==> src/rtl/xbus_pkg.sv <==
// Bus address map and constants
`default_nettype none

package xbus_pkg;

   localparam int addr_width = 22;
   localparam int data_width = 32;

   // Main memory.
   localparam int ram_words = 4096;
   localparam int ram_index_width = $clog2(ram_words);
   localparam logic [addr_width-1:0] ram_decode_limit = 22'o11000000;
   localparam int ram_ack_stages = 7;

   // Device register block.
   localparam logic [addr_width-1:0] io_base = 22'o17773000;
   localparam int io_regs = 8;
   localparam int io_sel_width = $clog2(io_regs);

   localparam int no_response_cycles = 32;
   localparam int timer_width = $clog2(no_response_cycles + 1);

   localparam logic [data_width-1:0] error_data = '1;

   // Controller state encoding.
   localparam int state_width = 3;
   localparam logic [state_width-1:0] state_idle = 3'd0;
   localparam logic [state_width-1:0] state_request = 3'd1;
   localparam logic [state_width-1:0] state_wait_ack = 3'd2;
   localparam logic [state_width-1:0] state_wait_timer = 3'd3;
   localparam logic [state_width-1:0] state_finish = 3'd4;

endpackage

`default_nettype wire

==> src/rtl/xbus_io.sv <==
// Device register slave
`timescale 1ns/1ps
`default_nettype none

module xbus_io
   import xbus_pkg::*;
(
   input  wire logic                  clk,
   input  wire logic                  reset,
   input  wire logic [addr_width-1:0] bus_addr,
   input  wire logic [data_width-1:0] bus_wdata,
   input  wire logic                  bus_req,
   input  wire logic                  bus_write,
   output logic [data_width-1:0]      io_rdata,
   output logic                       io_ack,
   output logic                       io_decode
);

   logic [data_width-1:0]   regs [0:io_regs-1];
   logic [io_sel_width-1:0] sel;
   logic                    hit;

   // Block is aligned, so the upper bits alone decode it.
   assign io_decode = bus_addr[addr_width-1:io_sel_width] ==
                      io_base[addr_width-1:io_sel_width];
   assign sel = bus_addr[io_sel_width-1:0];
   assign hit = bus_req && io_decode && !io_ack;

   always_ff @(posedge clk)
   begin
      if (reset)
      begin
         io_ack <= 1'b0;
         for (int i = 0; i < io_regs; i++)
            regs[i] <= '0;
      end
      else
      begin
         io_ack <= hit;
         if (hit && bus_write)
            regs[sel] <= bus_wdata;
      end
   end

   assign io_rdata = regs[sel];

   // Controller keeps the request up until it sees our ack.
   a_req_during_ack: assert property (@(posedge clk) disable iff (reset)
      io_ack |-> bus_req);

endmodule

`default_nettype wire

==> config.mk <==
export PLATFORM = sky130hd
export DESIGN_NAME = xbus_io
export DESIGN_NICKNAME = d
export VERILOG_FILES = /design/src/rtl/xbus_pkg.sv /design/src/rtl/xbus_io.sv
export SDC_FILE = /design/constraint.sdc
export NUM_CORES = 1
export LEC_CHECK = 0
export ABC_AREA = 1
export BUFFER_PORTS_ARGS = -buffer_cell sky130_fd_sc_hd__buf_2
export CAP_MARGIN = 30
export CORE_UTILIZATION = 55
export CTS_BUF_LIST = sky130_fd_sc_hd__clkbuf_16
export DETAILED_ROUTE_END_ITERATION = 8
export PLACE_DENSITY = 0.74
export SLEW_MARGIN = 15
export SYNTH_ARGS = -nofsm -noshare
export SYNTH_HDL_FRONTEND = slang
export SYNTH_SLANG_ARGS = --single-unit
==> constraint.sdc <==
create_clock -name clk -period 2.6 [get_ports clk]
set_clock_uncertainty 0.15 [all_clocks]
set_input_delay 0.26 -clock clk [delete_from_list [all_inputs] [get_ports clk]]
set_output_delay 0.26 -clock clk [all_outputs]
set_load 0.02 [all_outputs]
==> results.cfg <==
[floorplanning]
core_area_um2 = 19600
rows = 51
dieArea_um2 = 20600
ios = 92
start_util_pct = 56.3
die_h_um = 144
die_w_um = 144

[timing]
setup_ws_ps = 179
maxSlewViolCount = 0
finalHoldViolCount = 0
relSlewSlack_pct = 56.5
finalCriticalPeriod_ps = 2420
final-setup-viol-count = 0
grt_setup_unrepaired = no
min_period_over_period_pct = 93.1
tightest_slew_ps = 652
setup_tns_ps = 0
fmax_ghz = 0.413
hold_ws_ps = 10.1

[synthesis]
syn_inst = 1055
ys_seq_elements = 257
synth_fp_nets = 1113
yosysSeqAreaShare_pct = 69.8
synthDistinctLibCells = 24
post_synth_instance_area_um2 = 11000
synth-warning-count = 0
syn_area_per_cell_um2 = 10.5

[cells_and_area]
fin_area_um2 = 12700
synthToLayoutAreaGrowth_pct = 15.4
final_core_util_pct = 65.0
stdcell_count = 1454
nets = 1228
n_antenna_cell = 0
drive_gt1_share_pct = 14.9

[global_routing]
grt_pass1_vias = 7610
antenna_found_initial = 1
grt_max_degree = 33
grt_pass1_wl_um = 41200
grt_usage_pct = 27.3
grt.overflow.total = 0

[setup_path]
crit_top_cell = buf_2
crit_path_end_kind = output port
worstPathMaxFanout = 27
crit_required_ps = 2190
crit_chain = buf_2 > clkinvlp_4 > nand3_1 > inv_2 > nand2_1 > nand4_1 > or2_2 > buf_2
cp_data_arrival_time_ps = 2010
crit_buf_inv = 4
cp-start-kind = input port
reg2reg_slack_ps = 840
cp_slowest_cell = or2_2
path_class = in2out
cpPeakStageDelay_ps = 320
crit_family = buffers and inverters

[power]
swShare_pct = 22.9
power.total_mw = 8.67
power_frac_clock_pct = 36.8
p_per_area_nw_per_um2 = 681
p_seq_share_pct = 55.4
p_int_mw = 6.68
ir_drop_mv = 0.520
power_leakage_nw = 5.29
p_comb_share_pct = 7.8
p_sw_mw = 1.99

[clock_network]
cts_setup_buffers = 0
root_buffer = clkbuf_16
clk_pin_slew_worst_paths_ps = 60
cts_tree = built
clock_latency_ps = 520
cts-htree-levels = 1
clk_path_buf_depth = 3
cts_made_buffers = 25
cts_sinks = 257

[drt]
vias = 8020
wl_per_cell_um = 18.7
maxUsedRoutingLayer = met4
wl_met1_um = 10400
viasPerCell = 5.52
drc = 0
wl_um = 27200
drt_iter0_drc = 887
drtAntennaViolNets = 0
met3_wirelength_um = 2630
dr.pass1.iters = 5
wl_met2_um = 13400

[placed_design]
placed_cells_incl_taps = 1400
dp_worst_setup_slack_ps = 70.0
detailed_place_hpwl_um = 16400
numPortBuffers = 91
place_area_um2 = 11900
place_congestion = 0.846

[flow_run]
cap_violations = 0

[run_status]
status = finished clean

[hold_path]
hold_class = in2reg
worst min-delay path: stages:
cell    delay, ps
buf_2          80
inv_1         110
nor2_1        120
synthesized netlist by cell type:
cell type | count | area [um2]
a21oi_1 | 18 | 90.1
a22oi_1 | 5 | 37.5
and3_1 | 2 | 12.5
buf_1 | 3 | 11.3
buf_2 | 35 | 175
clkbuf_1 | 11 | 41.3
clkinv_1 | 1 | 3.75
dfxtp_1 | 1 | 20.0
edfxtp_1 | 256 | 7690
inv_1 | 78 | 293
inv_2 | 4 | 15.0
nand2_1 | 267 | 1000
nand3_1 | 10 | 50.1
nand3_2 | 2 | 20.0
nand3b_1 | 2 | 15.0
nand4_1 | 37 | 231
nor2_1 | 289 | 1080
nor2_2 | 1 | 6.26
nor3b_1 | 1 | 7.51
nor3b_2 | 1 | 12.5
o21ai_0 | 8 | 40.0
o22ai_1 | 1 | 6.26
o2bb2ai_1 | 14 | 123
or2_2 | 8 | 50.1
registers in the layout, indices dropped and copies added (netlist names):
signal and cells:
io_ack 1, regs 256
cell type report:
type | instances | area [um2]
inverter | 83 | 318
clock inverter | 21 | 87.6
sequential | 257 | 7710
clock buffer | 25 | 626
multi-input combinational | 666 | 2790
fill | 1516 | 6860
timing repair buffer | 137 | 871
tap | 265 | 332
layout by cell type, fill, tap and decap left out:
master         count
o21ai_0            8
and3_1             2
nand4_1           37
nand3_2            2
nor2_2             1
nor2_1           289
o2bb2ai_1         14
buf_12             4
inv_4              1
dlygate4sd3_1      8
inv_6              1
buf_4             34
inv_2              3
clkinvlp_4         1
inv_1             89
nand2_1          265
dfxtp_1            1
a22oi_1            5
buf_2             91
edfxtp_1         256
clkinv_2           3
nor3b_2            1
nor3b_1            1
nand2_2            2
o22ai_1            1
clkbuf_16         25
clkinv_1           6
nand3b_1           2
or2_2              8
a21oi_1           18
nand3_1           10
repair_timing:
action | CTS | global route
hold buffers | 8 | 0
resized for setup | 0 | 3
setup endpoints to repair | 0 | 3
endpoints found under the hold margin | 21 | 0
worst paths after layout:
| kind | start | end | cells past startpoint |
|---|---|---|---|
| worst max-delay path | bus_addr[1] | io_rdata[4] | 8 |
| worst min-delay path | bus_wdata[13] | regs[4][13] | 3 |
| worst max register to register | io_ack | regs[6][10] | 5 |
| worst min register to register | io_ack | regs[6][24] | 4 |
layer usage:
layer / track usage, % / vias to the layer above
met1: 36.2 / 3780
met4: 10.9 / 0
met2: 45.4 / 463
met5: 0 / -
li1: - / 3706
met3: 4.20 / 71
power by group through the flow:
stage	Combinational (mW)	Clock (mW)	Sequential (mW)
floorplan	0.385	0	4.88
global placement	0.662	0	4.88
detailed placement	0.669	0	4.89
CTS	0.680	3.21	4.80
global route	0.738	3.37	4.82
finish	0.678	3.19	4.80
logic make-up (layout without fill, tap and decap cells):
logic type,count (synthesis),in the layout,synth area share (%)
compound gates,46,46,2.69
buf+inv,132,266,4.89
flops,257,257,69.8
simple gates,620,620,22.6
Note: power is estimated with default switching activity, not from simulation.
