**src/rtl/xbus_pkg.sv**
```systemverilog
// Bus address map and constants
`default_nettype none

package xbus_pkg;

   localparam int addr_width = 22;
   localparam int data_width = 32;

   // Main memory.
   localparam int ram_words = 4096;
   localparam int ram_index_width = $clog2(ram_words);
   localparam logic [addr_width-1:0] ram_decode_limit = 22'o11000000;
   localparam int ram_ack_stages = 7;

   // Device register block.
   localparam logic [addr_width-1:0] io_base = 22'o17773000;
   localparam int io_regs = 8;
   localparam int io_sel_width = $clog2(io_regs);

   localparam int no_response_cycles = 32;
   localparam int timer_width = $clog2(no_response_cycles + 1);

   localparam logic [data_width-1:0] error_data = '1;

   // Controller state encoding.
   localparam int state_width = 3;
   localparam logic [state_width-1:0] state_idle = 3'd0;
   localparam logic [state_width-1:0] state_request = 3'd1;
   localparam logic [state_width-1:0] state_wait_ack = 3'd2;
   localparam logic [state_width-1:0] state_wait_timer = 3'd3;
   localparam logic [state_width-1:0] state_finish = 3'd4;

endpackage

`default_nettype wire

```
**src/rtl/xbus_timer.sv**
```systemverilog
// No-response timer
`timescale 1ns/1ps
`default_nettype none

module xbus_timer
   import xbus_pkg::*;
(
   input  wire logic clk,
   input  wire logic reset,
   input  wire logic timer_start,
   output logic      expired
);

   logic [timer_width-1:0] count;

   always_ff @(posedge clk)
   begin
      if (reset)
      begin
         count <= '0;
         expired <= 1'b0;
      end
      else
      begin
         expired <= 1'b0;
         if (timer_start)
            count <= timer_width'(no_response_cycles - 1);    // Strobe cycle counts as one.
         else if (count != '0)
         begin
            count <= count - 1'b1;
            expired <= count == timer_width'(1);    // Last tick.
         end
      end
   end

   // The controller only starts the timer when it is idle.
   a_no_restart: assert property (@(posedge clk) disable iff (reset)
      timer_start |-> count == '0);

endmodule

`default_nettype wire

```
**config.mk**
```make
export PLATFORM = sky130hd
export DESIGN_NAME = xbus_timer
export DESIGN_NICKNAME = d
export VERILOG_FILES = /design/src/rtl/xbus_pkg.sv /design/src/rtl/xbus_timer.sv
export SDC_FILE = /design/constraint.sdc
export NUM_CORES = 1
export LEC_CHECK = 0
export BUFFER_PORTS_ARGS = -buffer_cell sky130_fd_sc_hd__buf_2
export CAP_MARGIN = 20
export CORE_AREA = 4 4 41 43
export DETAILED_ROUTE_END_ITERATION = 8
export DIE_AREA = 0 0 45 47
export PLACE_DENSITY = 0.49
export SYNTH_ARGS = -nofsm -noshare
export SYNTH_HDL_FRONTEND = slang
export SYNTH_SLANG_ARGS = --single-unit
```
**constraint.sdc**
```tcl
create_clock -name clk -period 1.55 [get_ports clk]
set_clock_uncertainty 0.05 [all_clocks]
set_input_delay 0.0775 -clock clk [delete_from_list [all_inputs] [get_ports clk]]
set_output_delay 0.0775 -clock clk [all_outputs]
set_load 0.05 [all_outputs]
```
==> out/results.txt, run 1 <==
status: complete, no violations
library cells used by synthesis: 21
CTS Buf Count: 3
Placeable Area: 0.00130 sq mm
# IOs: 4
initial antenna violation count: 0
sequential power share: 42.1%
final setup violating endpoints: 0
Hold WS: 0.0300 ns
Mapped Nets: 46
vias in the first global route: 336
share of layout cells above drive strength 1: 40.4%
fin cells: 67
total number of H-tree levels: 1
hpwl dp: 609 microns
CP required: 1.68 ns
CTS max path bufs: 2
Power Density: 1020 mW/mm^2
DRC viols: 0
Die W: 45 microns
Seq/Total Area, Yosys: 36.5%
overall power: 513 uW
Crit Path Class: reg -> reg
Static Leak: 0.193 nW
top post-synthesis cells by area: dfxtp_1 36%, a21oi_1 6.5%, ha_1 6.5%
CTS sink count: 7
Initial Util: 29.5%
placed insts: 61
first-pass GRT wire length: 1430 microns
placed cell area: 438 sq um
Cells after Synth: 41
Max IR drop VDD: 0.374 mV
Gate power share: 24.0%
Relative slew margins: 78.1%
worst-skew pair later-pin latency: 0.26 ns
Root Driver: clkbuf_4
DR WL/cell: 13.3 microns
DR vias/cell: 5.12
number of cell rows: 13
clock slew at the register clock pins of the worst setup and hold paths: 0.06 ns
Int Pwr: 363 uW
max cap viols: 0
CTS tree: done
Final Slew Violations: 0
maximum fanout along the worst path: 3
post-synth top area share: 36.5%
Fmax: 659 MHz
P_sw: 149 uW
Nets: 58
CP top delay family: simple AND/OR/NAND/NOR gates
1st-pass router iterations: 4
via count: 343
unrepaired setup endpoints after global routing: yes
startpoint types: flip-flop
largest area contributor in the netlist: dfxtp_1
GPL Wtd Cong: 0.773
GRT overflow: 0
M1 WL: 383 microns
Iter 0 DRT Violations: 3
CP Capture Type: flip-flop
Post-Syn Area: 384 sq um
Crit-path slowest cell: or4_4
Least-Margin Pin Slew: 0.320 ns
clock share of power: 33.9%
GRT Total Usage: 10.0%
CP arrival: 1.65 ns
PortBufs: 3
CP max stage delay: 0.51 ns
n_diodes: 0
Die Area: 0.00212 sq mm
crit-path cells: inv_2 -> ha_4 -> nor2b_1 -> or4_4 -> a211oi_2
uppermost layer routed: met4
antenna viol nets, final: 0
count of state elements after synthesis: 7
Layout area overhead: 30.6%
post-layout min period: 1.52 ns
fin area: 502 sq um
detailed-routed wire length on met2: 435 microns
largest net degree at the start of global routing: 13
sw frac: 29.1%
Syn. warnings: 0
total wire length: 888 microns
final worst-path cycle share: 97.9%
worst path buffer plus inverter count: 1
metal3 WL: 30 microns
Worst Hold Class: in -> reg
Die Y: 47 microns
Hold Violations, Final: 0
cts hold-fix bufs: 0
final design utilization: 38.6%
synthesized area per cell: 9.37 sq um
## state kept, by name, summed over array words and instances, names as in the netlist
name	cells
count	6
expired	1
## cells by family after synthesis
| kind of cell | synth area share [%] |
|---|---|
| AOI/OAI and AO/OA | 21.5 |
| adders and majority gates | 6.51 |
| buffers and inverters | 4.88 |
| DFF | 36.5 |
| and+or+nand+nor | 30.6 |
## final timing paths
check,from,end,slack [ns],depth (start not counted)
worst max-delay path,count[1]$_SDFFE_PP0P_,count[5]$_SDFFE_PP0P_,0.03,5
worst min-delay path,reset,count[5]$_SDFFE_PP0P_,0.03,2
worst min register to register,count[5]$_SDFFE_PP0P_,count[4]$_SDFFE_PP0P_,0.52,2
worst max register to register,count[1]$_SDFFE_PP0P_,count[5]$_SDFFE_PP0P_,0.03,5
## layout by cell type (no fill, tap or decap), drive strengths merged, types with 2 or more instances in the layout
master	netlist	final
dfxtp	7	7
clkbuf	1	4
a2111oi	2	2
ha	2	2
nor3	4	4
buf	0	8
a21oi	5	5
o21ai	2	2
inv	4	4
nor3b	2	2
## layer usage
metal	global-route usage, %	up-vias
met5	0	-
met4	10.5	0
met3	2.30	5
met2	16.9	6
met1	9.79	156
li1	-	176
## area by class of cell
cell class	count	area (sq um)
tap	15	18.8
timing repair buffer	8	56.3
inverter	4	15.0
sequential	7	143
multi-input combinational	29	243
clock buffer	4	26.3
fill	146	800
## metrics by stage
| stage | TNS [ns] | worst slack, ns |
|---|---|---|
| CTS | -0.00540 | -0.00540 |
| finish | 0 | 0.0319 |
| floorplan | 0 | 0.0150 |
| global placement | -0.00361 | -0.00361 |
| global route | -0.0439 | -0.0317 |
| detailed placement | -0.151 | -0.0657 |
## synthesized netlist by cell type
cell type and count:
and4b_1 1, nor4b_4 1, a211oi_2 1, o2bb2ai_1 1, clkbuf_1 1, nand2_1 1, inv_1 4, a211o_1 1
or2_1 1, nor3b_1 2, nor4_1 1, o21ai_1 2, nor2_1 1, or4_4 1, a21oi_1 5, dfxtp_1 7
nor3_1 4, nor2b_1 1, ha_1 2, or3_4 1, a2111oi_0 2
## power groups by stage
stage | registers (mW) | logic (mW) | clock network, mW
floorplan | 0.216 | 0.0680 | 0
global placement | 0.217 | 0.0965 | 0
detailed placement | 0.219 | 0.101 | 0
CTS | 0.215 | 0.107 | 0.182
global route | 0.218 | 0.135 | 0.196
finish | 0.216 | 0.123 | 0.174
## repair_timing
item                                   in CTS  in global routing
gates cloned                                0                  0
pin swaps                                   2                  3
gates resized for setup                     2                  5
setup endpoints to repair                   3                  3
endpoints found under the hold margin       0                  0
buffers inserted                            1                  1
Note: power is estimated with default switching activity, not from simulation.
==> run 2, diff against run 1 <==
SETUP_SLACK_MARGIN = 0.2   (was unset)
==> run 2 against run 1 <==
Design area grew 0.75%. Sequential power barely moved. Clock power decreased by 3%. Critical endpoint unchanged. Wire length decreased by 3.9%. Combinational power hardly changed. Highest routed layer unchanged. Cell count did not move. Largest power group unchanged. Clock-buffer cell count unchanged. Sequential cell count stayed put. Global-route usage up 0.34 points. Worst setup slack better by 0.020 ns. Non-clock buffer count is the same. Via count increased by 2.6%.
==> out/results.txt, run 2 (synthesized netlist as in run 1, its figures left out) <==
status: complete, no violations
Relative slew margins: 79.5%
met2 GRT Util: 15.8%
crit-path cells: inv_2 -> ha_4 -> nor2b_4 -> or4_4 -> a211oi_2
Worst R2R Start: count[0]$_SDFFE_PP0P_
Crit-path slowest cell: or4_4
CP required: 1.68 ns
antenna viol nets, final: 0
Hold Violations, Final: 0
GPL Wtd Cong: 0.784
min-delay src: reset
total wire length: 853 microns
1st-pass router iterations: 4
most frequent cells in the layout: 5 x dfxtp_1, 5 x buf_4, 4 x a21oi_1, 4 x nor3_1
Iter 0 DRT Violations: 5
largest net degree at the start of global routing: 13
Crit Path Class: reg -> reg
Global Route met1 Usage: 11.0%
Largest Register: count
Die W: 45 microns
Least-Margin Pin Slew: 0.300 ns
GRT Max-Usage Layer: met2
CP max stage delay: 0.51 ns
Nets: 58
Worst Setup SP: count[0]$_SDFFE_PP0P_
CTS Buf Count: 3
# IOs: 4
Layout area overhead: 31.6%
overall power: 510 uW
GRT Total Usage: 10.4%
first-pass GRT wire length: 1480 microns
Fmax: 668 MHz
hpwl dp: 613 microns
CP arrival: 1.63 ns
final worst-path cycle share: 96.6%
via count: 352
fin area: 505 sq um
post-layout min period: 1.50 ns
vias in the first global route: 334
Die Y: 47 microns
unrepaired setup endpoints after global routing: yes
final setup violating endpoints: 0
total number of H-tree levels: 1
n_diodes: 0
PortBufs: 3
met3 Usage GRT: 6.90%
Sum Neg Setup Slack: 0 ns
max cap viols: 0
DR WL/cell: 12.7 microns
Placeable Area: 0.00130 sq mm
Worst Hold Class: in -> reg
worst slack, placed: -0.0182 ns
worst-skew pair later-pin latency: 0.26 ns
clock slew at the register clock pins of the worst setup and hold paths: 0.05 ns
CTS tree: done
initial antenna violation count: 0
DR vias/cell: 5.25
final design utilization: 38.8%
maximum fanout along the worst path: 4
CTS sink count: 7
slack of the critical path: 0.0521 ns
Static Leak: 0.193 nW
largest registers: count: 6 flops, expired: 1 flops
Die Area: 0.00212 sq mm
Initial Util: 29.5%
Max IR drop VDD: 0.512 mV
DRC viols: 0
placed cell area: 444 sq um
Power Density: 1010 mW/mm^2
max FFs per register: 6
CTS max path bufs: 2
Final Slew Violations: 0
number of cell rows: 13
Root Driver: clkbuf_4
share of layout cells above drive strength 1: 42.3%
startpoint types: flip-flop
CP Capture Type: flip-flop
GRT overflow: 0
run 2: cell counts in the layout (fill, tap and decap cells not counted):
Identical to the previous run, type by type.
run 2: metal layers:
metal | share of wire [%] | up-vias
met3 | 5.9 | 2
met1 | 46 | 168
met2 | 47 | 6
met5 | 0 | -
li1 | - | 176
met4 | 0.94 | 0
run 2: worst max-delay path: cells and delay by family, from the launching register on:
family                     cells  cell delay, ns
AOI/OAI and AO/OA              1            0.18
and+or+nand+nor                2            0.63
adders and majority gates      1            0.16
DFF                            1            0.35
buffers and inverters          1            0.06
run 2: report_power, final:
group          internal (mW)  switching, mW
sequential             0.197         0.0211
combinational         0.0688         0.0546
clock                 0.0984         0.0707
run 2: layout make-up:
| cell class | count | area [sq um] |
|---|---|---|
| fillers | 152 | 796 |
| inverters | 4 | 15.0 |
| clock buffers | 4 | 26.3 |
| flip-flops and latches | 7 | 143 |
| multi-input cells | 29 | 250 |
| repair buffers | 8 | 52.6 |
| well taps | 15 | 18.8 |
run 2: repair_timing:
action,in CTS,in global routing
pin swaps,3,4
resized for setup,0,2
endpoints found under the setup margin,3,5
hold buffers,0,0
setup buffers,3,1
run 2: through the flow:
step,hold WS [ns],instances
finish,0.0303,67
global route,0.0162,67
CTS,0.0306,66
detailed placement,0.301,59
global placement,0.295,59
floorplan,0.0921,41
run 2: worst paths after layout:
check	end	slack [ns]	cells past startpoint
hold / removal	count[3]$_SDFFE_PP0P_	0.03	2
setup / recovery	count[5]$_SDFFE_PP0P_	0.05	5
hold reg to reg	count[4]$_SDFFE_PP0P_	0.52	2
setup reg to reg	count[5]$_SDFFE_PP0P_	0.05	5
==> run 3, diff against run 2 <==
ABC_AREA = 1   (was unset)
==> run 3 against run 2 <==
Synthesized cell count increased by 29%. Sequential share of layout area is 2.6 points higher. Largest cell class unchanged. Design area down 8.4%. Sequential power about the same. Critical path type unchanged. Core utilization fell by 3.3 points. Critical endpoint is now count[0]$_SDFFE_PP0P_. Sequential cell count unchanged.
==> out/results.txt, run 3 <==
most frequent cells in the layout: 10 x nand2_1, 9 x nor2_1, 7 x nand3_1
Worst Setup SP: count[0]$_SDFFE_PP0P_
initial antenna violation count: 0
Worst Hold Class: in -> reg
Seq/Total Area, Yosys: 37.5%
largest area contributor in the netlist: dfxtp_1
GRT overflow: 0
clock share of power: 34.5%
1st-pass router iterations: 2
DR WL/cell: 9.92 microns
maximum fanout along the worst path: 5
CP dominant cell by count: nor2_1
library cells used by synthesis: 13
most common cell after layout, fill and taps aside: nand2_1
via count: 349
P_sw: 152 uW
CP top delay family: simple AND/OR/NAND/NOR gates
Hold WS: 0.0495 ns
DRC viols: 0
# IOs: 4
Cells after Synth: 53
CP arrival: 1.34 ns
Crit-path slowest cell: dfxtp_2
total number of H-tree levels: 1
Sum Neg Setup Slack: 0 ns
top post-synthesis cells by area: dfxtp_1 37%, nand2_1 10%, nand3_1 9.4%
largest net degree at the start of global routing: 7
Int Pwr: 336 uW
Power Density: 1050 mW/mm^2
worst-case reg-to-reg path depth: 7
startpoint types: flip-flop
fillers: 150
post-synth top area share: 37.5%
Initial Util: 28.8%
Worst R2R Start: count[0]$_SDFFE_PP0P_
Main synth FF type: dfxtp_1
placed insts: 71
Reg2Reg Setup Slack: 0.31 ns
Nets: 67
max cap viols: 0
Final Slew Violations: 0
Relative slew margins: 83.7%
status: complete, no violations
worst-skew pair later-pin latency: 0.25 ns
GPL Wtd Cong: 0.779
Crit Path Class: reg -> reg
Static Leak: 0.203 nW
GRT Total Usage: 9.97%
Post-Syn Area: 374 sq um
number of cell rows: 13
CTS sink count: 7
crit-path cells: inv_2 -> ha_2 -> inv_1 -> nor2_4 -> nand4_4 -> nor2_1 -> nor2_1
sequential power share: 44.2%
clock slew at the register clock pins of the worst setup and hold paths: 0.05 ns
Largest Register: count
final setup violating endpoints: 0
EDFF count, synth: 0
vias in the first global route: 357
CP Capture Type: flip-flop
max FFs per register: 6
Hold Violations, Final: 0
antenna viol nets, final: 0
unrepaired setup endpoints after global routing: no
Syn. warnings: 0
Layout area overhead: 23.7%
Gate power share: 21.3%
worst slack, placed: 0.166 ns
Die Y: 47 microns
Least-Margin Pin Slew: 0.244 ns
Die Area: 0.00212 sq mm
n_diodes: 0
critical path depth in cells: 7
top-count cell post-synth: nand2_1
hpwl dp: 600 microns
share of layout cells above drive strength 1: 26.2%
Placeable Area: 0.00130 sq mm
sw frac: 31.1%
Max IR drop VDD: 0.363 mV
slack of the critical path: 0.306 ns
ys async rst share: 0%
Post-synth top cells: 10 x nand2_1, 9 x nor2_1, 7 x dfxtp_1, 7 x nand3_1, 6 x inv_1
largest registers: count: 6 flops, expired: 1 flops
CTS max path bufs: 2
synthesized area per cell: 7.06 sq um
Root Driver: clkbuf_4
PortBufs: 3
CP required: 1.65 ns
Worst setup endpoint: count[0]$_SDFFE_PP0P_
Die W: 45 microns
post-layout min period: 1.24 ns
count of state elements after synthesis: 7
CTS tree: done
DR vias/cell: 4.59
fin cells: 76
worst path buffer plus inverter count: 2
total wire length: 754 microns
CTS Buf Count: 3
Mapped Nets: 58
reg2reg end: count[0]$_SDFFE_PP0P_
first-pass GRT wire length: 1390 microns
final worst-path cycle share: 80.3%
CP max stage delay: 0.33 ns
Fmax: 804 MHz
Iter 0 DRT Violations: 10
run 3: cell types whose count changed in the layout (fill, tap and decap cells not counted), sizes merged, moves of 4 or more:
| cell | delta |
|---|---|
| buf | -5 |
| nand2 | +9 |
| nand3 | +8 |
| nor2 | +12 |
| nor3 | -4 |
run 3: worst min path at each step:
stage | cells after the start | start | slack (ns) | to
floorplan | 1 | reset | 0.1 | count[2]$_SDFFE_PP0P_
global placement | 2 | reset | 0.23 | count[3]$_SDFFE_PP0P_
detailed placement | 2 | reset | 0.23 | count[2]$_SDFFE_PP0P_
CTS | 3 | timer_start | 0.04 | count[2]$_SDFFE_PP0P_
global route | 3 | timer_start | 0.05 | count[2]$_SDFFE_PP0P_
finish | 3 | timer_start | 0.05 | count[2]$_SDFFE_PP0P_
run 3: cell families after synthesis:
logic type	count (synthesis)	share of synthesized area, %
simple gates	33	42.8
flops	7	37.5
fa+ha+maj	2	6.69
compound gates	4	6.02
buf+inv	7	7.02
run 3: per-layer routing:
| layer | GRT usage [%] | wire, microns |
|---|---|---|
| met3 | 3.45 | 20 |
| met4 | 12.3 | 40 |
| met2 | 14.4 | 365 |
| met1 | 10.3 | 327 |
| met5 | 0 | 0 |
run 3: stage by stage:
stage          total power, mW  instance area, sq um  utilization, %
2_1_floorplan            0.290                   374               -
3_3_place_gp             0.313                   408            31.3
3_5_place_dp             0.312                   408            31.3
4_1_cts                  0.486                   447            34.3
5_1_grt                  0.528                   463            35.6
6_report                 0.488                   463            35.6
run 3: power by group through the flow:
stage / Sequential (mW) / Clock [mW] / Combinational (mW)
2_1_floorplan: 0.215 / 0 / 0.0744
3_3_place_gp: 0.217 / 0 / 0.0963
3_5_place_dp: 0.217 / 0 / 0.0951
4_1_cts: 0.213 / 0.174 / 0.0987
5_1_grt: 0.218 / 0.190 / 0.120
6_report: 0.216 / 0.169 / 0.104
run 3: layout make-up:
| type | instances | area [sq um] | area share, % |
|---|---|---|---|
| multi-input cells | 39 | 224 | 48.4 |
| flip-flops and latches | 7 | 143 | 30.8 |
| clock buffers | 4 | 26.3 | 5.68 |
| inverters | 7 | 26.3 | 5.68 |
| repair buffers | 4 | 25.0 | 5.41 |
| well taps | 15 | 18.8 | 4.05 |
run 3: worst reg2reg max path, cell delays in order (launching register included):
cell and delay [ns]:
dfxtp_2 0.33, inv_2 0.08, ha_2 0.20, inv_1 0.08, nor2_4 0.13, nand4_4 0.11
nor2_1 0.11, nor2_1 0.05
run 3: what timing repair did:
action | CTS | global route
resized for setup | 2 | 4
hold endpoints to repair | 2 | 0
hold buffers | 1 | 0
setup buffers | 0 | 0
endpoints found under the setup margin | 4 | 4
