`src/rtl/xbus_pkg.sv`:
```
// Bus address map and constants
`default_nettype none

package xbus_pkg;

   localparam int addr_width = 22;
   localparam int data_width = 32;

   // Main memory.
   localparam int ram_words = 4096;
   localparam int ram_index_width = $clog2(ram_words);
   localparam logic [addr_width-1:0] ram_decode_limit = 22'o11000000;
   localparam int ram_ack_stages = 7;

   // Device register block.
   localparam logic [addr_width-1:0] io_base = 22'o17773000;
   localparam int io_regs = 8;
   localparam int io_sel_width = $clog2(io_regs);

   localparam int no_response_cycles = 32;
   localparam int timer_width = $clog2(no_response_cycles + 1);

   localparam logic [data_width-1:0] error_data = '1;

   // Controller state encoding.
   localparam int state_width = 3;
   localparam logic [state_width-1:0] state_idle = 3'd0;
   localparam logic [state_width-1:0] state_request = 3'd1;
   localparam logic [state_width-1:0] state_wait_ack = 3'd2;
   localparam logic [state_width-1:0] state_wait_timer = 3'd3;
   localparam logic [state_width-1:0] state_finish = 3'd4;

endpackage

`default_nettype wire

```
`src/rtl/xbus_ctrl.sv`:
```
// Bus transfer controller
`timescale 1ns/1ps
`default_nettype none

module xbus_ctrl
   import xbus_pkg::*;
(
   input  wire logic                  clk,
   input  wire logic                  reset,
   input  wire logic                  start,
   input  wire logic [addr_width-1:0] addr,
   input  wire logic [data_width-1:0] wdata,
   input  wire logic                  write,
   input  wire logic                  ram_decode,
   input  wire logic                  ram_ack,
   input  wire logic [data_width-1:0] ram_rdata,
   input  wire logic                  io_decode,
   input  wire logic                  io_ack,
   input  wire logic [data_width-1:0] io_rdata,
   input  wire logic                  expired,
   output logic                       busy,
   output logic                       done,
   output logic [data_width-1:0]      rdata,
   output logic                       bus_error,
   output logic                       bus_req,
   output logic                       bus_write,
   output logic [addr_width-1:0]      bus_addr,
   output logic [data_width-1:0]      bus_wdata,
   output logic                       timer_start
);

   logic [state_width-1:0] state;
   logic                   sel_ram;
   logic                   slave_ack;

   assign busy = state != state_idle;
   assign done = state == state_finish;
   assign slave_ack = sel_ram ? ram_ack : io_ack;

   always_ff @(posedge clk)
   begin
      if (reset)
      begin
         state <= state_idle;
         bus_req <= 1'b0;
         timer_start <= 1'b0;
      end
      else
      begin
         timer_start <= 1'b0;
         case (state)
            state_idle:
               if (start)
               begin
                  state <= state_request;
                  bus_req <= 1'b1;
               end
            state_request:
               if (ram_decode || io_decode)
                  state <= state_wait_ack;
               else
               begin
                  state <= state_wait_timer;
                  timer_start <= 1'b1;        // Nobody home.
               end
            state_wait_ack:
               if (slave_ack)
               begin
                  state <= state_finish;
                  bus_req <= 1'b0;
               end
            state_wait_timer:
               if (expired)
               begin
                  state <= state_finish;
                  bus_req <= 1'b0;
               end
            state_finish:
               state <= state_idle;
            default:
               state <= state_idle;
         endcase
      end
   end

   // Transfer payload and result.
   always_ff @(posedge clk)
   begin
      if (state == state_idle && start)
      begin
         bus_addr <= addr;
         bus_wdata <= wdata;
         bus_write <= write;
      end
      if (state == state_request)
         sel_ram <= ram_decode;
      if (state == state_wait_ack && slave_ack)
      begin
         rdata <= sel_ram ? ram_rdata : io_rdata;
         bus_error <= 1'b0;
      end
      if (state == state_wait_timer && expired)
      begin
         rdata <= error_data;
         bus_error <= 1'b1;
      end
   end

   a_req_held: assert property (@(posedge clk) disable iff (reset)
      $fell(bus_req) |-> $past(ram_ack || io_ack || expired || reset));

   a_one_ack: assert property (@(posedge clk) disable iff (reset)
      !(ram_ack && io_ack));

endmodule

`default_nettype wire

```
`config.mk`:
```
export PLATFORM = sky130hd
export DESIGN_NAME = xbus_ctrl
export DESIGN_NICKNAME = d
export VERILOG_FILES = /design/src/rtl/xbus_pkg.sv /design/src/rtl/xbus_ctrl.sv
export SDC_FILE = /design/constraint.sdc
export NUM_CORES = 1
export LEC_CHECK = 0
export BUFFER_PORTS_ARGS = -buffer_cell sky130_fd_sc_hd__clkbuf_2
export CORE_MARGIN = 2
export CORE_UTILIZATION = 30
export DETAILED_ROUTE_END_ITERATION = 7
export GPL_ROUTABILITY_DRIVEN = 0
export PLACE_DENSITY = 0.64
export SYNTH_ARGS = -nofsm -noshare
export SYNTH_HDL_FRONTEND = slang
export SYNTH_SLANG_ARGS = --single-unit
```
`constraint.sdc`:
```
create_clock -name clk -period 3.1 [get_ports clk]
set_input_delay 0.155 -clock clk [delete_from_list [all_inputs] [get_ports clk]]
set_output_delay 0.155 -clock clk [all_outputs]
set_load 0.1 [all_outputs]
```
==> summary.md, run 1 <==
| Metric | Value |
|---|---|
| GRT Util Overall | ~14% |
| Hold path endpoint | timer_start |
| Clock Skews | 0.00776 ns |
| Worst R2R Setup Slack | 1.07 ns |
| Number of DRC markers in iteration 0 | 76 |
| Async SR Flop Fraction | 0% |
| Post-detail-place hpwl | approximately 6500 um |
| Commonest non-fill, non-tap cells in the layout | clkbuf_2, mux2i_1, edfxtp_1, dlygate4sd3_1, dfxtp_1 |
| RSZ-0062 raised after global routing | no |
| HP Start | ram_decode |
| Final hold vios | 0 |
| DR WL/cell | approximately 14 um |
| Rows | 39 |
| Number of I/O port buffers | about 220 |
| Inserted Clock Buffers | 9 |
| Flops & latches, synth | 94 |
| Grt total ovfl | 0 |
| Final Setup Violations | 0 |
| Hold path depth | 2 |
| CTS tree | yes |
| Vias in the first global route | 2785 |
| EDFF count, synth | 56 |
| Antenna violations before repair | 0 |
| Syn_nets | around 360 |
| Crit Path Class | reg -> reg |
| Root Buffer | clkbuf_16 |
| CTS Sinks | 94 |
| Fmax | 0.493 GHz |
| Layer with the highest usage | met2 |
| Relative slew slack | 54.3% |
| GR Util met2 | 23.6% |
| Crit share post-route | 65.4% |
| Post-synth top area cell | edfxtp_1 |
| Pwr/cell area | ~1100 nW/um2 |
| CP startpoint kind | register |
| Part of the Yosys area used for sequential elements | 70.6% |
| Worst r2r src | state[0] |
| Setup TNS | 0 ns |
| Actual slew at the worst max-slew pin | 0.685 ns |
| DRC Markers | 0 |
| CP arrival | slightly above 2 ns |
| Endpoint class of the critical path | register |
| Top cells by area, synth | edfxtp_1, dfxtp_1, mux2i_1 |
| Outcome | complete, no violations |
| Synth warn | 0 |
| CTS HTree Levels | 3 |
| Clock buffer depth | 2 |
| DRT Pass-1 Iters | 4 |
| Via/cell ratio | 4.28 |
| Crit path time final | 2.03 ns |
| Synth Flop Type | edfxtp_1 |
| Met1 usage | 17.8% |
| # diodes | 0 |
| Worst flop-to-flop path endpoint | bus_addr[17] |
| Final #Nets | 633 |
| Post-layout util | just under 50% |
| Area growth from synthesis to layout | 60.7% |
| # IOs | 219 |
| Yosys cell types | 24 |
| Mapped Cells | 228 |
| Pin count of the biggest net entering global routing | 33 |
| Commonest non-fill, non-tap cell in the layout | clkbuf_2 |
| Core Box Area | 11300 um2 |
| Antenna-violating nets left | 0 |
| Cell leakage power | ~0.0025 uW |
| Largest fanout on the critical path | 32 |
| Met3 Use GR | 4.25% |
| Reg2reg path depth | 3 |
| Slew Limit Fails | 0 |
| Hold Path Class | in -> reg |
| DR vias | 2802 |
| Post-CTS Setup Bufs | 0 |
| MaxCap Viol Count | 0 |
| Die height | around 110 um |
| Width of the die | ~110 um |
| Detailed-route wire length | 8910 um |
| Avg Cell Area, Syn | 15.2 um2 |
| First-pass GRT wire length | around 14000 um |
| Yosys top cell area share | 48.6% |
| Share of cells above drive strength 1 | 47.6% |
| DIE AREA | 12400 um2 |
| Worst IR Drop VDD | 684 uV |
| Reg clk slew, reported paths | 0.07 ns |
| Clk Latency, worst-skew pair | approximately 0.33 ns |
| Critical Path RT | 3.14 ns |
| Initial core utilization | 30.5% |
| Mapped Area | around 3500 um2 |
kinds of logic after synthesis:
group	count (synthesis)	share of synthesized area, %
AO/OA/AOI/OAI	7	1.34
flip-flops	94	70.6
AND/OR/NAND/NOR	45	6.15
multiplexers	66	19.1
buffers and inverters	16	2.75
worst max path at each step:
stage	start	end	slack [ns]	cells after the start
2_1_floorplan	state[1]	done	0.30	2
3_3_place_gp	state[1]	bus_addr[2]	1.07	3
3_5_place_dp	state[1]	bus_write	1.04	3
4_1_cts	state[0]	bus_wdata[21]	1.03	3
5_1_grt	state[1]	bus_addr[17]	0.92	3
6_report	state[0]	bus_addr[17]	1.07	3
registers in the layout, summed over array words and instances (netlist names):
register and cells:
bus_write 1, rdata 32, state 3, bus_req 1
bus_wdata 32, sel_ram 1, bus_error 1, bus_addr 22
timer_start 1
Yosys cell counts (2+ instances only):
library cell and number:
o21bai_1 2, nor2_1 32, nor2b_1 2, inv_2 2, buf_2 7, edfxtp_1 56
nor3_1 5, dfxtp_1 38, buf_6 3, mux2i_1 66, clkbuf_1 2
power breakdown:
group          switching (uW)  total, uW  internal (uW)
Clock                     484       1120            638
Combinational            2570       3040            474
Sequential                154       1820           1660
metrics by stage:
stage          instances  power [uW]  cell area, um2  setup WS [ns]  hold WS [ns]
6_report             654        5980            5560           1.07        0.0188
2_1_floorplan        228        4380            3460          0.301         0.231
3_3_place_gp         582        4810            4690           1.07         0.334
5_1_grt              654        6200            5560          0.916        0.0110
4_1_cts              647        6020            5490           1.03      0.000112
3_5_place_dp         582        4840            4690           1.04         0.334
routing by layer:
metal | vias to the layer above | share of wire [%]
met4 | 0 | 1.9
li1 | 1380 | -
met3 | 11 | 8.1
met2 | 141 | 48
met5 | - | 0
met1 | 1270 | 42
worst max-delay path, stage by stage (launching register included):
cell	delay, ns
dfxtp_1	0.40
nor3_1	0.32
and2_2	0.66
buf_4	0.33
layout make-up:
type	instances	area, um2
Clock buffer	9	225
Clock inverter	7	81.3
Timing Repair Buffer	280	1700
Multi-Input combinational cell	118	921
Sequential cell	94	2440
Inverter	3	11.3
Tap cell	143	179
Fill cell	986	5760
timing repair:
action	CTS	global route
hold buffers	49	7
endpoints found under the hold margin	49	7
gates resized for setup	0	0
(Power assumes the default switching activity.)
==> run 2: changes to the inputs <==
--- a/config.mk
+++ b/config.mk
@@ -5,12 +5,13 @@
 export SDC_FILE = /design/constraint.sdc
 export NUM_CORES = 1
 export LEC_CHECK = 0
+export ABC_AREA = 1
 export BUFFER_PORTS_ARGS = -buffer_cell sky130_fd_sc_hd__clkbuf_2
 export CORE_MARGIN = 2
 export CORE_UTILIZATION = 30
 export DETAILED_ROUTE_END_ITERATION = 7
 export GPL_ROUTABILITY_DRIVEN = 0
-export PLACE_DENSITY = 0.64
+export PLACE_DENSITY = 0.66
 export SYNTH_ARGS = -nofsm -noshare
 export SYNTH_HDL_FRONTEND = slang
 export SYNTH_SLANG_ARGS = --single-unit
==> constraint.sdc (replaced) <==
create_clock -name clk -period 1.7 [get_ports clk]
set_input_delay 0.085 -clock clk [delete_from_list [all_inputs] [get_ports clk]]
set_output_delay 0.085 -clock clk [all_outputs]
set_load 0.1 [all_outputs]
==> run 2 against run 1 <==
Against the previous run:
- register-to-register slack got worse by 0.85 ns
- clock skew hardly changed
- flip-flop and latch count is the same
==> summary.md, run 2 <==
| Metric | Value |
|---|---|
| Outcome | complete, no violations |
| Top cells by count, synth | edfxtp_1, nand2_1, dfxtp_1 |
| Actual slew at the worst max-slew pin | 0.586 ns |
| Design Area, Final | just under 6000 um2 |
| DR WL/cell | around 14 um |
| Synth warn | 0 |
| Inserted Clock Buffers | 9 |
| Critical Path RT | about 1.6 ns |
| MaxCap Viol Count | 0 |
| Flops & latches, synth | between 90 and 100 |
| Rows | 39 |
| Placed cell count | 638 |
| Area growth from synthesis to layout | 62.4% |
| Largest fanout on the critical path | 8 |
| Final Setup Violations | 0 |
| Initial core utilization | between 30% and 40% |
| Antenna-violating nets left | 0 |
| Commonest non-fill, non-tap cells in the layout | clkbuf_2, dlygate4sd3_1, edfxtp_1 |
| Reg clk slew, reported paths | roughly 0.07 ns |
| Antenna violations before repair | 0 |
| Clock buffer depth | 2 |
| Relative slew slack | between 60% and 70% |
| Yosys top cell area share | 47.3% |
| # IOs | 219 |
| Async SR Flop Fraction | 0% |
| Endpoint class of the critical path | output pin |
| Post-Layout Cell Count | just over 700 |
| Number of DRC markers in iteration 0 | 157 |
| Top cells by area, synth | edfxtp_1, dfxtp_1, o211ai_2 |
| Post-CTS Setup Bufs | 0 |
| Vias in the first global route | between 3000 and 4000 |
| Final hold vios | 0 |
| Grt total ovfl | 0 |
| Crit share post-route | 92.7% |
| Hold Path Class | in -> reg |
| CTS resizes | 0 |
| Yosys cell types | 22 |
| Crit path time final | 1.58 ns |
| Clk Latency, worst-skew pair | ~0.34 ns |
| Die height | roughly 110 um |
| CP startpoint kind | register |
| DIE AREA | 12700 um2 |
| Mapped Area | roughly 3600 um2 |
| Crit Path Class | reg -> out |
| Post-place instance area | between 4000 and 5000 um2 |
| CTS tree | yes |
| Core Box Area | 11500 um2 |
| Width of the die | 113 um |
| Place WS | 0.261 ns |
| Synth Flop Type | edfxtp_1 |
| Post-detail-place hpwl | 7470 um |
| CP Cell Sequence | nor2_4 > nand2_8 > clkbuf_2 |
| Hold_buf cts | 59 |
| Pin count of the biggest net entering global routing | 57 |
| DR vias | approximately 3200 |
| CP delay by family, top | flip-flops |
| Syn_nets | 412 |
| Slowest cell on crit path | dfxtp_1 |
| Slew Limit Fails | 0 |
| Via/cell ratio | 4.48 |
| EDFF count, synth | 56 |
| Fmax | 0.634 GHz |
| Root Buffer | clkbuf_16 |
| CTS Sinks | 94 |
| Post-synth top area cell | edfxtp_1 |
| Number of I/O port buffers | around 220 |
| Avg Cell Area, Syn | between 10 and 15 um2 |
| Max incr delay on CP | 0.51 ns |
| RSZ-0062 raised after global routing | no |
| Regs by FF count | bus_wdata (32), rdata (32), bus_addr (22) |
| GRT Util Overall | 15.7% |
| CTS HTree Levels | 3 |
| PnR worst setup slack | 0.124 ns |
| Part of the Yosys area used for sequential elements | 68.7% |
| Buf/Inv on CP | 1 |
| DRC Markers | 0 |
| Commonest non-fill, non-tap cell in the layout | clkbuf_2 |
| Share of cells above drive strength 1 | 53.0% |
| DRT Pass-1 Iters | 4 |
| Clock Skews | 0.00748 ns |
| Hold slack | ~0.048 ns |
| Detailed-route wire length | slightly above 10000 um |
| Final #Nets | slightly below 700 |
| CP arrival | between 1 and 1.5 ns |
| Top-count cell post-synth | edfxtp_1 |
| # diodes | 0 |
| Mapped Cells | about 290 |
| First-pass GRT wire length | about 16000 um |
-- run 2: layout make-up --
| class | instances | area, um2 |
|---|---|---|
| clock buffers | 10 | 239 |
| clock inverters | 6 | 76.3 |
| well taps | 143 | 179 |
| repair buffers | 286 | 1790 |
| fillers | 985 | 5700 |
| flip-flops and latches | 94 | 2440 |
| inverters | 14 | 52.6 |
| multi-input cells | 160 | 996 |
-- run 2: worst reg2reg max path, stage by stage (launching register included) --
cell and delay [ns]:
dfxtp_1 0.51, nand3_1 0.18, nor4_1 0.17, dlygate4sd3_1 0.57
-- run 2: layer usage --
layer,up-vias,share of wire [%],GRT usage (%)
li1,1566,-,-
met1,1458,38,17.1
met2,147,51,28.3
met3,20,8.9,5.46
met4,0,2.2,5.45
met5,-,0,0
-- run 2: per-stage QoR --
stage	TNS [ns]	utilization (%)
4_1_cts	0	50.3
6_report	0	50.3
3_3_place_gp	0	42.4
3_5_place_dp	0	42.4
2_1_floorplan	-18.76	-
5_1_grt	0	50.3
-- run 2: path summary, 6_finish.rpt --
path	slack (ns)	start	cells after the start	end
worst max register to register	0.22	state[0]	3	timer_start
worst max-delay path	0.12	state[0]	3	busy
worst min register to register	0.46	bus_error	2	bus_error
worst min-delay path	0.05	io_rdata[31]	3	rdata[31]
-- run 2: cell families (layout without fill, tap and decap cells) --
family / count (synthesis) / count (layout) / share of synthesized area (%)
DFF: 94 / 94 / 68.7
and+or+nand+nor: 92 / 92 / 12.6
AOI/OAI and AO/OA: 68 / 68 / 14.3
buffers and inverters: 31 / 316 / 4.33
Power of run 2 is not shown: default switching activity piles up to over one toggle a cycle in this logic, so the estimate is an artifact.
==> run 3: changes to the inputs <==
--- a/config.mk
+++ b/config.mk
@@ -12,6 +12,7 @@
 export DETAILED_ROUTE_END_ITERATION = 7
 export GPL_ROUTABILITY_DRIVEN = 0
 export PLACE_DENSITY = 0.66
+export REMOVE_ABC_BUFFERS = 1
 export SYNTH_ARGS = -nofsm -noshare
 export SYNTH_HDL_FRONTEND = slang
 export SYNTH_SLANG_ARGS = --single-unit
==> run 3 against run 2 <==
Against the previous run:
- hold slack better by 0.013 ns
- clock-buffer cell count did not move
- routed wire length fell by 2.2%
- via count fell by 1.5%
- global-route usage is 0.48 points lower
- critical endpoint unchanged
==> summary.md, run 3 (synthesized netlist as in run 2, its figures left out) <==
| Metric | Value |
|---|---|
| Reg clk slew, reported paths | 0.07 ns |
| Root Buffer | clkbuf_16 |
| Initial core utilization | 31.0% |
| Share of cells above drive strength 1 | 52.1% |
| Final Setup Violations | 0 |
| Clock buffer depth | 2 |
| Post-CTS Setup Bufs | 0 |
| DRC Markers | 0 |
| Post-layout util | 50.2% |
| Worst r2r src | state[0] |
| Die height | 113 um |
| Clk Latency, worst-skew pair | between 0.3 and 0.4 ns |
| CP startpoint kind | register |
| First-pass GRT wire length | 15400 um |
| Vias in the first global route | 3179 |
| Setup TNS | 0 ns |
| Antenna-violating nets left | 0 |
| Area growth from synthesis to layout | 62.1% |
| DIE AREA | 12700 um2 |
| Antenna violations before repair | 0 |
| DR vias | 3142 |
| Number of DRC markers in iteration 0 | between 200 and 250 |
| Commonest non-fill, non-tap cell in the layout | clkbuf_2 |
| Fmax | between 0.6 and 0.7 GHz |
| Place WS | 0.293 ns |
| Number of I/O port buffers | 218 |
| Largest fanout on the critical path | 8 |
| Critical Path RT | 1.62 ns |
| Via/cell ratio | 4.42 |
| CP arrival | roughly 1.5 ns |
| DR WL/cell | 14.0 um |
| DRT Pass-1 Iters | 4 |
| Hold Path Class | in -> reg |
| Fillers | 1006 |
| Pin count of the biggest net entering global routing | 43 |
| GRT Util Overall | 15.2% |
| CP delay by family, top | buffers and inverters |
| CTS HTree Levels | 3 |
| Worst R2R Setup Slack | 0.26 ns |
| Commonest non-fill, non-tap cells in the layout | clkbuf_2, dlygate4sd3_1, edfxtp_1 |
| # IOs | 219 |
| Max incr delay on CP | 0.49 ns |
| PnR worst setup slack | 0.113 ns |
| Actual slew at the worst max-slew pin | 0.572 ns |
| Core Box Area | 11500 um2 |
| Crit path time final | 1.59 ns |
| Inserted Clock Buffers | 9 |
| Buf/Inv on CP | 1 |
| Final #Nets | 690 |
| Slew Limit Fails | 0 |
| HP Start | io_rdata[21] |
| CTS tree | yes |
| Width of the die | 113 um |
| Post-detail-place hpwl | 6920 um |
| Worst flop-to-flop path endpoint | timer_start |
| Regs by FF count | bus_wdata (32), rdata (32), bus_addr (22) |
| CTS resizes | 0 |
| MaxCap Viol Count | 0 |
| Hold path endpoint | rdata[21] |
| Hold path depth | 3 |
| Rows | 39 |
| Crit share post-route | 93.4% |
| Detailed-route wire length | approximately 9900 um |
| Crit Path Class | reg -> out |
| RSZ-0062 raised after global routing | no |
| Clock Skews | 0.0135 ns |
| Reg2reg path depth | 3 |
| CP Cell Sequence | nor2_1 > nand2_1 > clkbuf_2 |
| Reg area | ~2400 um2 |
| Slowest cell on crit path | clkbuf_2 |
| Final hold vios | 0 |
| Outcome | complete, no violations |
| Multi-input gate area in the final layout | slightly below 1000 um2 |
| Grt total ovfl | 0 |
| Relative slew slack | 62.0% |
| Endpoint class of the critical path | output pin |
| # diodes | 0 |
| CTS Sinks | 94 |
-- run 3: area by class of cell --
| class | count | area share, % |
|---|---|---|
| clock buffers | 10 | 3.98 |
| multi-input cells | 160 | 16.8 |
| inverters | 14 | 0.912 |
| clock inverters | 6 | 1.61 |
| flip-flops and latches | 94 | 42.4 |
| repair buffers | 284 | 31.2 |
| well taps | 143 | 3.11 |
-- run 3: worst max-delay path by stage --
stage / depth (start not counted) / to / slack, ns / from
after floorplan: 3 / bus_addr[0] / -2.41 / state[0]
after global placement: 4 / bus_addr[11] / 0.33 / state[0]
after detailed placement: 7 / rdata[13] / 0.29 / sel_ram
after CTS: 3 / busy / 0.10 / state[0]
after global routing: 3 / busy / 0.05 / state[0]
final: 3 / busy / 0.11 / state[0]
-- run 3: repair_timing --
item / in CTS / in global routing
hold endpoints to repair: 59 / 0
endpoints found under the setup margin: 0 / 0
hold buffers: 59 / 0
-- run 3: routing by layer --
layer  routed length (um)  track usage, %  vias to the layer above
li1                     -               -                     1560
met5                    0               0                        -
met2                 4920            26.9                      155
met4                  127            5.37                        0
met3                  814            3.43                       13
met1                 4080            18.2                     1414
-- run 3: worst reg2reg max path, cell delays in order, from the launching register on --
cell           delay (ns)
dfxtp_1              0.45
nand3_1              0.16
nor4_1               0.19
dlygate4sd3_1        0.59
-- run 3: stage by stage --
step / cell area [um2] / std cells / hold slack (ns)
6_report: 5760 / 711 / 0.0602
3_3_place_gp: 4850 / 636 / 0.264
5_1_grt: 5760 / 711 / 0.0634
2_1_floorplan: 3450 / 268 / 0.154
3_5_place_dp: 4850 / 636 / 0.264
4_1_cts: 5760 / 711 / 0.0412
Power of run 3 is left out for the same reason.
